--- config.mk ---
export PLATFORM = sky130hd
export DESIGN_NAME = mini_core_accel_top
export DESIGN_NICKNAME = d
export VERILOG_FILES = /design/src/verilog/mini_core_accel_pkg.sv /design/src/verilog/mini_core_accel_top.sv /design/src/verilog/mini_core_accel_mul_farm.sv /design/src/verilog/mini_core_accel_cr_mem.sv /design/src/verilog/mini_core_accel_cr_arb.sv
export SDC_FILE = /design/constraint.sdc
export NUM_CORES = 2
export LEC_CHECK = 0
export ABC_AREA = 1
export ABC_CLOCK_PERIOD_IN_PS = 5200
export BUFFER_PORTS_ARGS = -buffer_cell sky130_fd_sc_hd__buf_2
export CAP_MARGIN = 5
export CORE_ASPECT_RATIO = 0.5
export CORE_MARGIN = 2
export CORE_UTILIZATION = 55
export CTS_CLUSTER_SIZE = 24
export DETAILED_ROUTE_END_ITERATION = 10
export PLACE_DENSITY = 0.75
export SYNTH_ARGS = -nofsm -noshare
export SYNTH_HDL_FRONTEND = slang
export SYNTH_SLANG_ARGS = --single-unit
export TNS_END_PERCENT = 20
--- constraint.sdc ---
create_clock -name Clk -period 5.2 [get_ports Clk]
set_input_delay 0.26 -clock Clk [delete_from_list [all_inputs] [get_ports Clk]]
set_output_delay 0.26 -clock Clk [all_outputs]
set_load 0.01 [all_outputs]
--- src/verilog/mini_core_accel_pkg.sv ---
// Bank bases must stay aligned to NUM_MULS words and NUM_MULS a power of two; widths are fixed
`default_nettype none

package mini_core_accel_pkg;

    // --------------------------------------------------
    // Topology
    // --------------------------------------------------
    localparam int NUM_PORTS   = 2;
    localparam int NUM_MULS    = 8;
    localparam int NUM_CREDITS = 2;

    // Start to done, at least 2
    localparam int MUL_LATENCY = 2;

    // Index and counter widths
    localparam int PORT_IDX_W  = (NUM_PORTS > 1) ? $clog2(NUM_PORTS) : 1;
    localparam int QUEUE_PTR_W = (NUM_CREDITS > 1) ? $clog2(NUM_CREDITS) : 1;
    localparam int QUEUE_CNT_W = $clog2(NUM_CREDITS + 1);
    localparam int MUL_IDX_W   = $clog2(NUM_MULS);

    // --------------------------------------------------
    // Address map
    // --------------------------------------------------
    // Operand words, one per multiplier, word stride 4
    localparam logic [31:0] CR_CORE2MUL_BASE = 32'h0000_0000;

    // Status words {15'b0, done, result}, word stride 4
    localparam logic [31:0] CR_MUL2CORE_BASE = 32'h0000_0040;

    // Lowest address bit above the register index
    localparam int CR_REGION_LSB = MUL_IDX_W + 2;

    // --------------------------------------------------
    // Operand register
    // --------------------------------------------------
    // Loaded as raw from wdata[15:0], consumed by the farm as a pair
    typedef union packed {
        logic [15:0] raw;
        struct packed {
            logic [7:0] multiplicand;
            logic [7:0] multiplier;
        } ops;
    } t_mul_operands;

endpackage

`default_nettype wire
--- src/verilog/mini_core_accel_top.sv ---
// Masters track their own credits, NUM_CREDITS each after reset; reads answer in port order
`timescale 1ns/10ps
`default_nettype none

module mini_core_accel_top
    import mini_core_accel_pkg::*;
(
    input  logic        Clk,
    input  logic        rst_n,

    // Peer masters
    input  logic        req_valid     [NUM_PORTS],
    input  logic        req_write     [NUM_PORTS],
    input  logic [31:0] req_addr      [NUM_PORTS],
    input  logic [31:0] req_wdata     [NUM_PORTS],
    output logic        credit_return [NUM_PORTS],
    output logic        rsp_valid     [NUM_PORTS],
    output logic [31:0] rsp_rdata     [NUM_PORTS]
);

// CR access path
logic        cr_wren;
logic        cr_rden;
logic [31:0] cr_addr;
logic [31:0] cr_wdata;
logic [31:0] cr_q;

// Farm connections
logic        mul_start        [NUM_MULS];
logic [7:0]  mul_multiplicand [NUM_MULS];
logic [7:0]  mul_multiplier   [NUM_MULS];
logic        mul_done         [NUM_MULS];
logic [15:0] mul_result       [NUM_MULS];

mini_core_accel_cr_arb cr_arb_i (
    .Clk           (Clk),
    .rst_n         (rst_n),
    .req_valid     (req_valid),
    .req_write     (req_write),
    .req_addr      (req_addr),
    .req_wdata     (req_wdata),
    .credit_return (credit_return),
    .rsp_valid     (rsp_valid),
    .rsp_rdata     (rsp_rdata),
    .cr_wren       (cr_wren),
    .cr_rden       (cr_rden),
    .cr_addr       (cr_addr),
    .cr_wdata      (cr_wdata),
    .cr_q          (cr_q)
);

mini_core_accel_cr_mem cr_mem_i (
    .Clk              (Clk),
    .rst_n            (rst_n),
    .cr_wren          (cr_wren),
    .cr_rden          (cr_rden),
    .cr_addr          (cr_addr),
    .cr_wdata         (cr_wdata),
    .cr_q             (cr_q),
    .mul_done         (mul_done),
    .mul_result       (mul_result),
    .mul_start        (mul_start),
    .mul_multiplicand (mul_multiplicand),
    .mul_multiplier   (mul_multiplier)
);

mini_core_accel_mul_farm mul_farm_i (
    .Clk              (Clk),
    .rst_n            (rst_n),
    .mul_start        (mul_start),
    .mul_multiplicand (mul_multiplicand),
    .mul_multiplier   (mul_multiplier),
    .mul_done         (mul_done),
    .mul_result       (mul_result)
);

endmodule

`default_nettype wire

--- src/verilog/mini_core_accel_mul_farm.sv ---
// Unsigned 8x8 only; a restart reuses the unit and the older result is never flagged done
`timescale 1ns/10ps
`default_nettype none

module mini_core_accel_mul_farm
    import mini_core_accel_pkg::*;
(
    input  logic        Clk,
    input  logic        rst_n,
    input  logic        mul_start        [NUM_MULS],
    input  logic [7:0]  mul_multiplicand [NUM_MULS],
    input  logic [7:0]  mul_multiplier   [NUM_MULS],
    output logic        mul_done         [NUM_MULS],
    output logic [15:0] mul_result       [NUM_MULS]
);

// Stage one operands
logic [7:0]             stage_a    [NUM_MULS];
logic [7:0]             stage_b    [NUM_MULS];

// Start travels alongside, top bit marks product stage
logic [MUL_LATENCY-2:0] start_pipe [NUM_MULS];

// --------------------------------------------------
// Stage one
// --------------------------------------------------
always_ff @(posedge Clk) begin
    for (int i = 0; i < NUM_MULS; i++) begin
        if (mul_start[i]) begin
            stage_a[i] <= mul_multiplicand[i];
            stage_b[i] <= mul_multiplier[i];
        end
    end
end

// --------------------------------------------------
// Stage two and done
// --------------------------------------------------
always_ff @(posedge Clk) begin
    if (!rst_n) begin
        for (int i = 0; i < NUM_MULS; i++) begin
            start_pipe[i] <= '0;
            mul_done[i]   <= 1'b0;
            mul_result[i] <= '0;
        end
    end else begin
        for (int i = 0; i < NUM_MULS; i++) begin
            start_pipe[i] <= (start_pipe[i] << 1) | (MUL_LATENCY - 1)'(mul_start[i]);
            if (start_pipe[i][MUL_LATENCY-2]) begin
                mul_result[i] <= 16'(stage_a[i]) * 16'(stage_b[i]);
            end
            // New start wins over a finishing item
            if (mul_start[i]) begin
                mul_done[i] <= 1'b0;
            end else if (start_pipe[i][MUL_LATENCY-2]) begin
                mul_done[i] <= 1'b1;
            end
        end
    end
end

endmodule

`default_nettype wire

--- src/verilog/mini_core_accel_cr_mem.sv ---
// Only 32-bit word accesses; operand registers are write-only and unmapped reads give zero
`timescale 1ns/10ps
`default_nettype none

module mini_core_accel_cr_mem
    import mini_core_accel_pkg::*;
(
    input  logic        Clk,
    input  logic        rst_n,

    // CR access path
    input  logic        cr_wren,
    input  logic        cr_rden,
    input  logic [31:0] cr_addr,
    input  logic [31:0] cr_wdata,
    output logic [31:0] cr_q,

    // Multiplier farm
    input  logic        mul_done         [NUM_MULS],
    input  logic [15:0] mul_result       [NUM_MULS],
    output logic        mul_start        [NUM_MULS],
    output logic [7:0]  mul_multiplicand [NUM_MULS],
    output logic [7:0]  mul_multiplier   [NUM_MULS]
);

t_mul_operands        core2mul [NUM_MULS];
logic [16:0]          mul2core [NUM_MULS];
logic [MUL_IDX_W-1:0] reg_idx;
logic                 word_aligned;
logic                 core2mul_hit;
logic                 mul2core_hit;
logic [31:0]          rd_word;

// --------------------------------------------------
// Address decode
// --------------------------------------------------
assign reg_idx      = cr_addr[2 +: MUL_IDX_W];
assign word_aligned = (cr_addr[1:0] == 2'b00);

assign core2mul_hit = word_aligned &&
    (cr_addr[31:CR_REGION_LSB] == CR_CORE2MUL_BASE[31:CR_REGION_LSB]);
assign mul2core_hit = word_aligned &&
    (cr_addr[31:CR_REGION_LSB] == CR_MUL2CORE_BASE[31:CR_REGION_LSB]);

// --------------------------------------------------
// Operand registers and start pulses
// --------------------------------------------------
always_ff @(posedge Clk) begin
    if (!rst_n) begin
        for (int i = 0; i < NUM_MULS; i++) begin
            core2mul[i]  <= '0;
            mul_start[i] <= 1'b0;
        end
    end else begin
        // Start fires the cycle after the write lands
        for (int i = 0; i < NUM_MULS; i++) begin
            mul_start[i] <= cr_wren && core2mul_hit && (reg_idx == MUL_IDX_W'(i));
        end
        if (cr_wren && core2mul_hit) begin
            core2mul[reg_idx].raw <= cr_wdata[15:0];
        end
    end
end

always_comb begin
    for (int i = 0; i < NUM_MULS; i++) begin
        mul_multiplicand[i] = core2mul[i].ops.multiplicand;
        mul_multiplier[i]   = core2mul[i].ops.multiplier;
    end
end

// --------------------------------------------------
// Status registers, sampled every clock
// --------------------------------------------------
always_ff @(posedge Clk) begin
    for (int i = 0; i < NUM_MULS; i++) begin
        if (!rst_n) begin
            mul2core[i] <= '0;
        end else begin
            mul2core[i] <= {mul_done[i], mul_result[i]};
        end
    end
end

// Read mux, zero outside the status bank
always_comb begin
    rd_word = '0;
    if (mul2core_hit) begin
        rd_word = {15'b0, mul2core[reg_idx]};
    end
end

always_ff @(posedge Clk) begin
    if (!rst_n) begin
        cr_q <= '0;
    end else begin
        cr_q <= cr_rden ? rd_word : '0;
    end
end

endmodule

`default_nettype wire

--- src/verilog/mini_core_accel_cr_arb.sv ---
// Masters must hold a credit for every req_valid cycle; queues have no overflow guard or ready
`timescale 1ns/10ps
`default_nettype none

module mini_core_accel_cr_arb
    import mini_core_accel_pkg::*;
(
    input  logic        Clk,
    input  logic        rst_n,

    // Master side, one entry per port
    input  logic        req_valid     [NUM_PORTS],
    input  logic        req_write     [NUM_PORTS],
    input  logic [31:0] req_addr      [NUM_PORTS],
    input  logic [31:0] req_wdata     [NUM_PORTS],
    output logic        credit_return [NUM_PORTS],
    output logic        rsp_valid     [NUM_PORTS],
    output logic [31:0] rsp_rdata     [NUM_PORTS],

    // Shared CR access path
    output logic        cr_wren,
    output logic        cr_rden,
    output logic [31:0] cr_addr,
    output logic [31:0] cr_wdata,
    input  logic [31:0] cr_q
);

// Request queues
logic                   q_write  [NUM_PORTS][NUM_CREDITS];
logic [31:0]            q_addr   [NUM_PORTS][NUM_CREDITS];
logic [31:0]            q_wdata  [NUM_PORTS][NUM_CREDITS];
logic [QUEUE_PTR_W-1:0] q_wr_ptr [NUM_PORTS];
logic [QUEUE_PTR_W-1:0] q_rd_ptr [NUM_PORTS];
logic [QUEUE_CNT_W-1:0] q_count  [NUM_PORTS];

// Grant and in-flight read
logic                   grant_valid;
logic [PORT_IDX_W-1:0]  cr_port;
logic [PORT_IDX_W-1:0]  rr_ptr;
logic                   rd_pending;
logic [PORT_IDX_W-1:0]  rd_port;

function automatic logic [QUEUE_PTR_W-1:0] next_ptr(input logic [QUEUE_PTR_W-1:0] ptr);
    return (ptr == QUEUE_PTR_W'(NUM_CREDITS - 1)) ? '0 : ptr + 1'b1;
endfunction

// --------------------------------------------------
// Queue storage and pointers
// --------------------------------------------------
always_ff @(posedge Clk) begin
    for (int p = 0; p < NUM_PORTS; p++) begin
        if (req_valid[p]) begin
            q_write[p][q_wr_ptr[p]] <= req_write[p];
            q_addr[p][q_wr_ptr[p]]  <= req_addr[p];
            q_wdata[p][q_wr_ptr[p]] <= req_wdata[p];
        end
    end
end

always_ff @(posedge Clk) begin
    if (!rst_n) begin
        for (int p = 0; p < NUM_PORTS; p++) begin
            q_wr_ptr[p] <= '0;
            q_rd_ptr[p] <= '0;
            q_count[p]  <= '0;
        end
    end else begin
        for (int p = 0; p < NUM_PORTS; p++) begin
            if (req_valid[p]) begin
                q_wr_ptr[p] <= next_ptr(q_wr_ptr[p]);
            end
            // A grant pops the head
            if (credit_return[p]) begin
                q_rd_ptr[p] <= next_ptr(q_rd_ptr[p]);
            end
            q_count[p] <= q_count[p] + QUEUE_CNT_W'(req_valid[p])
                                     - QUEUE_CNT_W'(credit_return[p]);
        end
    end
end

// --------------------------------------------------
// Round-robin grant
// --------------------------------------------------
always_comb begin
    int idx;
    grant_valid = 1'b0;
    cr_port     = '0;
    // First non-empty queue starting at rr_ptr
    for (int k = 0; k < NUM_PORTS; k++) begin
        idx = (int'(rr_ptr) + k) % NUM_PORTS;
        if (!grant_valid && q_count[idx] != '0) begin
            grant_valid = 1'b1;
            cr_port     = PORT_IDX_W'(idx);
        end
    end
end

always_comb begin
    for (int p = 0; p < NUM_PORTS; p++) begin
        credit_return[p] = grant_valid && (cr_port == PORT_IDX_W'(p));
    end
end

assign cr_wren  = grant_valid && q_write[cr_port][q_rd_ptr[cr_port]];
assign cr_rden  = grant_valid && !q_write[cr_port][q_rd_ptr[cr_port]];
assign cr_addr  = q_addr[cr_port][q_rd_ptr[cr_port]];
assign cr_wdata = q_wdata[cr_port][q_rd_ptr[cr_port]];

always_ff @(posedge Clk) begin
    if (!rst_n) begin
        rr_ptr     <= '0;
        rd_pending <= 1'b0;
        rd_port    <= '0;
    end else begin
        // Winner drops to lowest priority
        if (grant_valid) begin
            rr_ptr <= (cr_port == PORT_IDX_W'(NUM_PORTS - 1)) ? '0 : cr_port + 1'b1;
        end
        rd_pending <= cr_rden;
        rd_port    <= cr_port;
    end
end

// --------------------------------------------------
// Read response routing
// --------------------------------------------------
always_ff @(posedge Clk) begin
    for (int p = 0; p < NUM_PORTS; p++) begin
        if (!rst_n) begin
            rsp_valid[p] <= 1'b0;
        end else begin
            rsp_valid[p] <= rd_pending && (rd_port == PORT_IDX_W'(p));
        end
    end
end

always_ff @(posedge Clk) begin
    for (int p = 0; p < NUM_PORTS; p++) begin
        if (rd_pending && (rd_port == PORT_IDX_W'(p))) begin
            rsp_rdata[p] <= cr_q;
        end
    end
end

endmodule

`default_nettype wire

==> run summary <==
Hold Path Depth - 2
Setup TNS Final - 0 ns
Die W - 412 µm
minimum clock period - 4.51 ns
Top cell by count, worst path - inv_1
Clock Tree Root - clkbuf_16
first-pass GRT wire length - 167 mm
clock-pin slew on the worst setup and hold paths - 0.06 ns
mapped cell area - 45,700 µm²
status - finished clean
max incr delay on CP - 0.60 ns
# IOs - 202
Startpoint Class - flip-flop
DRT antenna net count - 0
combinational share of power - 26.0%
Diodes inserted - 0
R2R Path Start - mul_farm_i.stage_a[5][4]
Buf/Inv on CP - 6
area growth from synthesis to layout - 10.3%
Slew @ Worst Pin - 1.26 ns
clk_lat worst skew - 0.65 ns
total die area - 85,500 µm²
PnR worst setup slack - 0.686 ns
Min-Delay Path Class - input port to flip-flop
post-synth top area cell - edfxtp_1
fin. max-slew vios - 0
RD Place Congestion - 0.914
routed vias - 31,964
initial DRC count - 2,786
largest net degree at the start of global routing - 171
Synth warnings - 0
top cells by area, synth - edfxtp_1 (32%), dfxtp_1 (14%), fa_1 (13%)
die height - 208 µm
Post-DP HPWL - 73.7 mm
cts repair resizes - 0
Seq cells post-synth - 805
slowest library cell on the worst path - edfxtp_1
clock tree buffer depth - 3
max frequency - 0.222 GHz
Initial Util - 55.8%
PwrDens - 338 nW/µm²
DR WL/cell - 16.7 µm
Pre-antenna DRT Iters - 6
layout cells sized above 1 - 6.43%
Leakage - 27.1 nW
final instance area - 50,400 µm²
DR vias/cell - 5.12
Tcrit/Tclk final - 86.8%
CTS tree - done
Syn Inst Count - 4,967
post-layout power - 0.0170 W
sw frac - 36.5%
WHS Endpoint - cr_arb_i.q_addr[0][24]
Post-synth EDFFs - 490
Hold Violations, Final - 0
clock skew - 0.0353 ns
Int Power - 0.0108 W
CP endpoint kind - flip-flop
vias in the first global route - 32,208
Slew Limit Headroom - 16.1%
overall global routing resource usage - 24.7%
Critical Path AT - 5.04 ns
Fill cells - 6,546
setup violators final - 0
WS Path Type - flip-flop to flip-flop
average size of a mapped cell - 9.20 µm²
postcts setup bufs - 0
Synth Flop Type - edfxtp_1
worst reg2reg path endpoint - mul_farm_i.mul_result[45]
Critical Path RT - 5.72 ns
peak supply drop - 0.582 mV
Netlist cell types - 43
drt total wl - 104 mm
crit-path max FO - 8
Psw - 0.00621 W
worst reg-to-reg setup slack - 0.69 ns
Reg power frac - 41.2%
dpl ws - 0.770 ns
most common cell after layout, fill and taps aside - nand2_1
# rows - 74
RSZ-0062 raised after global routing - false
Clock Sinks - 805
Synth top area share - 32.2%
Seq/Total Area, Yosys - 46.0%
htree depth - 3
post-synthesis async set-or-reset flop share - 0%
clock share of power - 32.8%
Port Buf Inserts - 139
CP top delay family - adder cells
Max Cap Viol - 0
crit-path cells - nand2_1 -> fa_1 -> fa_1 -> inv_1 -> fa_1 -> inv_1 -> fa_1 -> inv_1 -> ha_1 -> nand2_1 -> inv_1 -> a21oi_1 -> o21ai_0 -> inv_1 -> nor2_1 -> nor2_1 -> nand2_1 -> nand3_1 -> nand2_1 -> inv_1
Final nets - 5,800
Remaining DRCs - 0
TritonCTS Buffers - 75
hold_buf cts - 102
Min-Delay Startpoint - req_addr[56]
DP Area - 46,900 µm²
remaining global-route overflow - 0
Worst Reg2Reg Path Length in Cells - 20
initial antenna violation count - 2
most frequent cells in the layout - nand2_1 (1,154), inv_1 (1,124), edfxtp_1 (490), nor2_1 (357), dfxtp_1 (315)
core area - 81,900 µm²
## cell usage after synthesis (21+ instances only)
| cell | number |
|---|---|
| fa_1 | 288 |
| ha_1 | 292 |
| nand2_1 | 1155 |
| nor2_1 | 360 |
| dfxtp_1 | 315 |
| nand3_1 | 234 |
| o21ai_0 | 114 |
| clkbuf_1 | 166 |
| inv_1 | 1126 |
| xor2_1 | 27 |
| xnor2_1 | 39 |
| edfxtp_1 | 490 |
| o22ai_1 | 35 |
| buf_2 | 22 |
| nand4_1 | 21 |
| a21oi_1 | 95 |
| buf_4 | 32 |
## layer usage
layer | share of wire, % | global-route usage (%) | up-vias
met5 | 0 | 0.222 | -
met4 | 3.8 | 9.69 | 0
met3 | 7.3 | 4.08 | 209
met2 | 48 | 40.9 | 1179
met1 | 41 | 32.5 | 15257
li1 | - | - | 15319
## logic make-up (layout without fill, tap and decap cells)
kind of cell / after synthesis / after routing / synth area share (%)
compound gates: 295 / 295 / 3.59
xor+xnor: 66 / 66 / 1.27
fa+ha+maj: 580 / 580 / 20.6
buf+inv: 1386 / 1535 / 11.9
flops: 805 / 805 / 46.0
other cells: 1 / 30 / 0.00821
simple gates: 1834 / 1834 / 16.6
## through the flow
| step | util (%) | hold WS, ns | cells |
|---|---|---|---|
| detailed placement | 57.2 | 0.405 | 6009 |
| floorplan | - | 0.359 | 4996 |
| CTS | 61.5 | 0.322 | 6247 |
| global placement | 57.2 | 0.401 | 6009 |
| finish | 61.5 | 0.347 | 6247 |
| global route | 61.5 | 0.340 | 6247 |
## worst max path at each step
stage / start / end / slack (ns) / cells after the start
CTS: mul_farm_i.stage_a[5][4] / mul_farm_i.mul_result[45] / 0.71 / 20
global route: mul_farm_i.stage_a[5][4] / mul_farm_i.mul_result[45] / 0.39 / 20
floorplan: mul_farm_i.stage_a[1][5] / mul_farm_i.mul_result[108] / 1.11 / 22
detailed placement: mul_farm_i.stage_a[5][4] / mul_farm_i.mul_result[45] / 0.77 / 20
finish: mul_farm_i.stage_a[5][4] / mul_farm_i.mul_result[45] / 0.69 / 20
global placement: mul_farm_i.stage_a[1][5] / mul_farm_i.mul_result[109] / 0.79 / 22
## registers in the layout, summed over array words and instances (netlist names), named ones only
signal / flops
cr_arb_i.rd_port: 1
cr_mem_i.cr_q: 17
cr_arb_i.q_addr: 128
cr_mem_i.core2mul: 128
cr_arb_i.q_rd_ptr: 2
mul_farm_i.start_pipe: 8
mul_farm_i.stage_b: 64
cr_mem_i.mul_start: 8
cr_arb_i.rd_pending: 1
mul_farm_i.mul_done: 8
cr_arb_i.rsp_valid: 2
cr_arb_i.rsp_rdata: 34
cr_arb_i.q_write: 4
mul_farm_i.mul_result: 128
cr_arb_i.q_count: 4
mul_farm_i.stage_a: 64
cr_mem_i.mul2core: 136
cr_arb_i.q_wdata: 64
cr_arb_i.q_wr_ptr: 2
cr_arb_i.rr_ptr: 1
## worst reg2reg max path, stage by stage, from the launching register on
cell	delay (ns)
edfxtp_1	0.60
nand2_1	0.16
fa_1	0.52
fa_1	0.56
inv_1	0.05
fa_1	0.48
inv_1	0.07
fa_1	0.49
inv_1	0.04
ha_1	0.36
nand2_1	0.07
inv_1	0.07
a21oi_1	0.10
o21ai_0	0.29
inv_1	0.09
nor2_1	0.14
nor2_1	0.06
nand2_1	0.06
nand3_1	0.08
nand2_1	0.08
inv_1	0.03
## power by group through the flow
| stage | clock network [W] | logic (W) | registers, W |
|---|---|---|---|
| after detailed placement | 0 | 0.00422 | 0.00715 |
| after global placement | 0 | 0.00416 | 0.00714 |
| after global routing | 0.00591 | 0.00456 | 0.00703 |
| after floorplan | 0 | 0.00225 | 0.00714 |
| after CTS | 0.00562 | 0.00431 | 0.00701 |
| final | 0.00559 | 0.00443 | 0.00702 |
## layout make-up
type	count	area, µm²	area share (%)
Timing Repair Buffer	261	1890	3.74
Clock buffer	96	2110	4.19
Multi-Input combinational cell	2805	19400	38.4
Clock inverter	40	389	0.772
Inverter	1138	4270	8.47
Tap cell	1102	1380	2.74
Sequential cell	805	21000	41.7
Note: power is estimated with default switching activity, not from simulation.
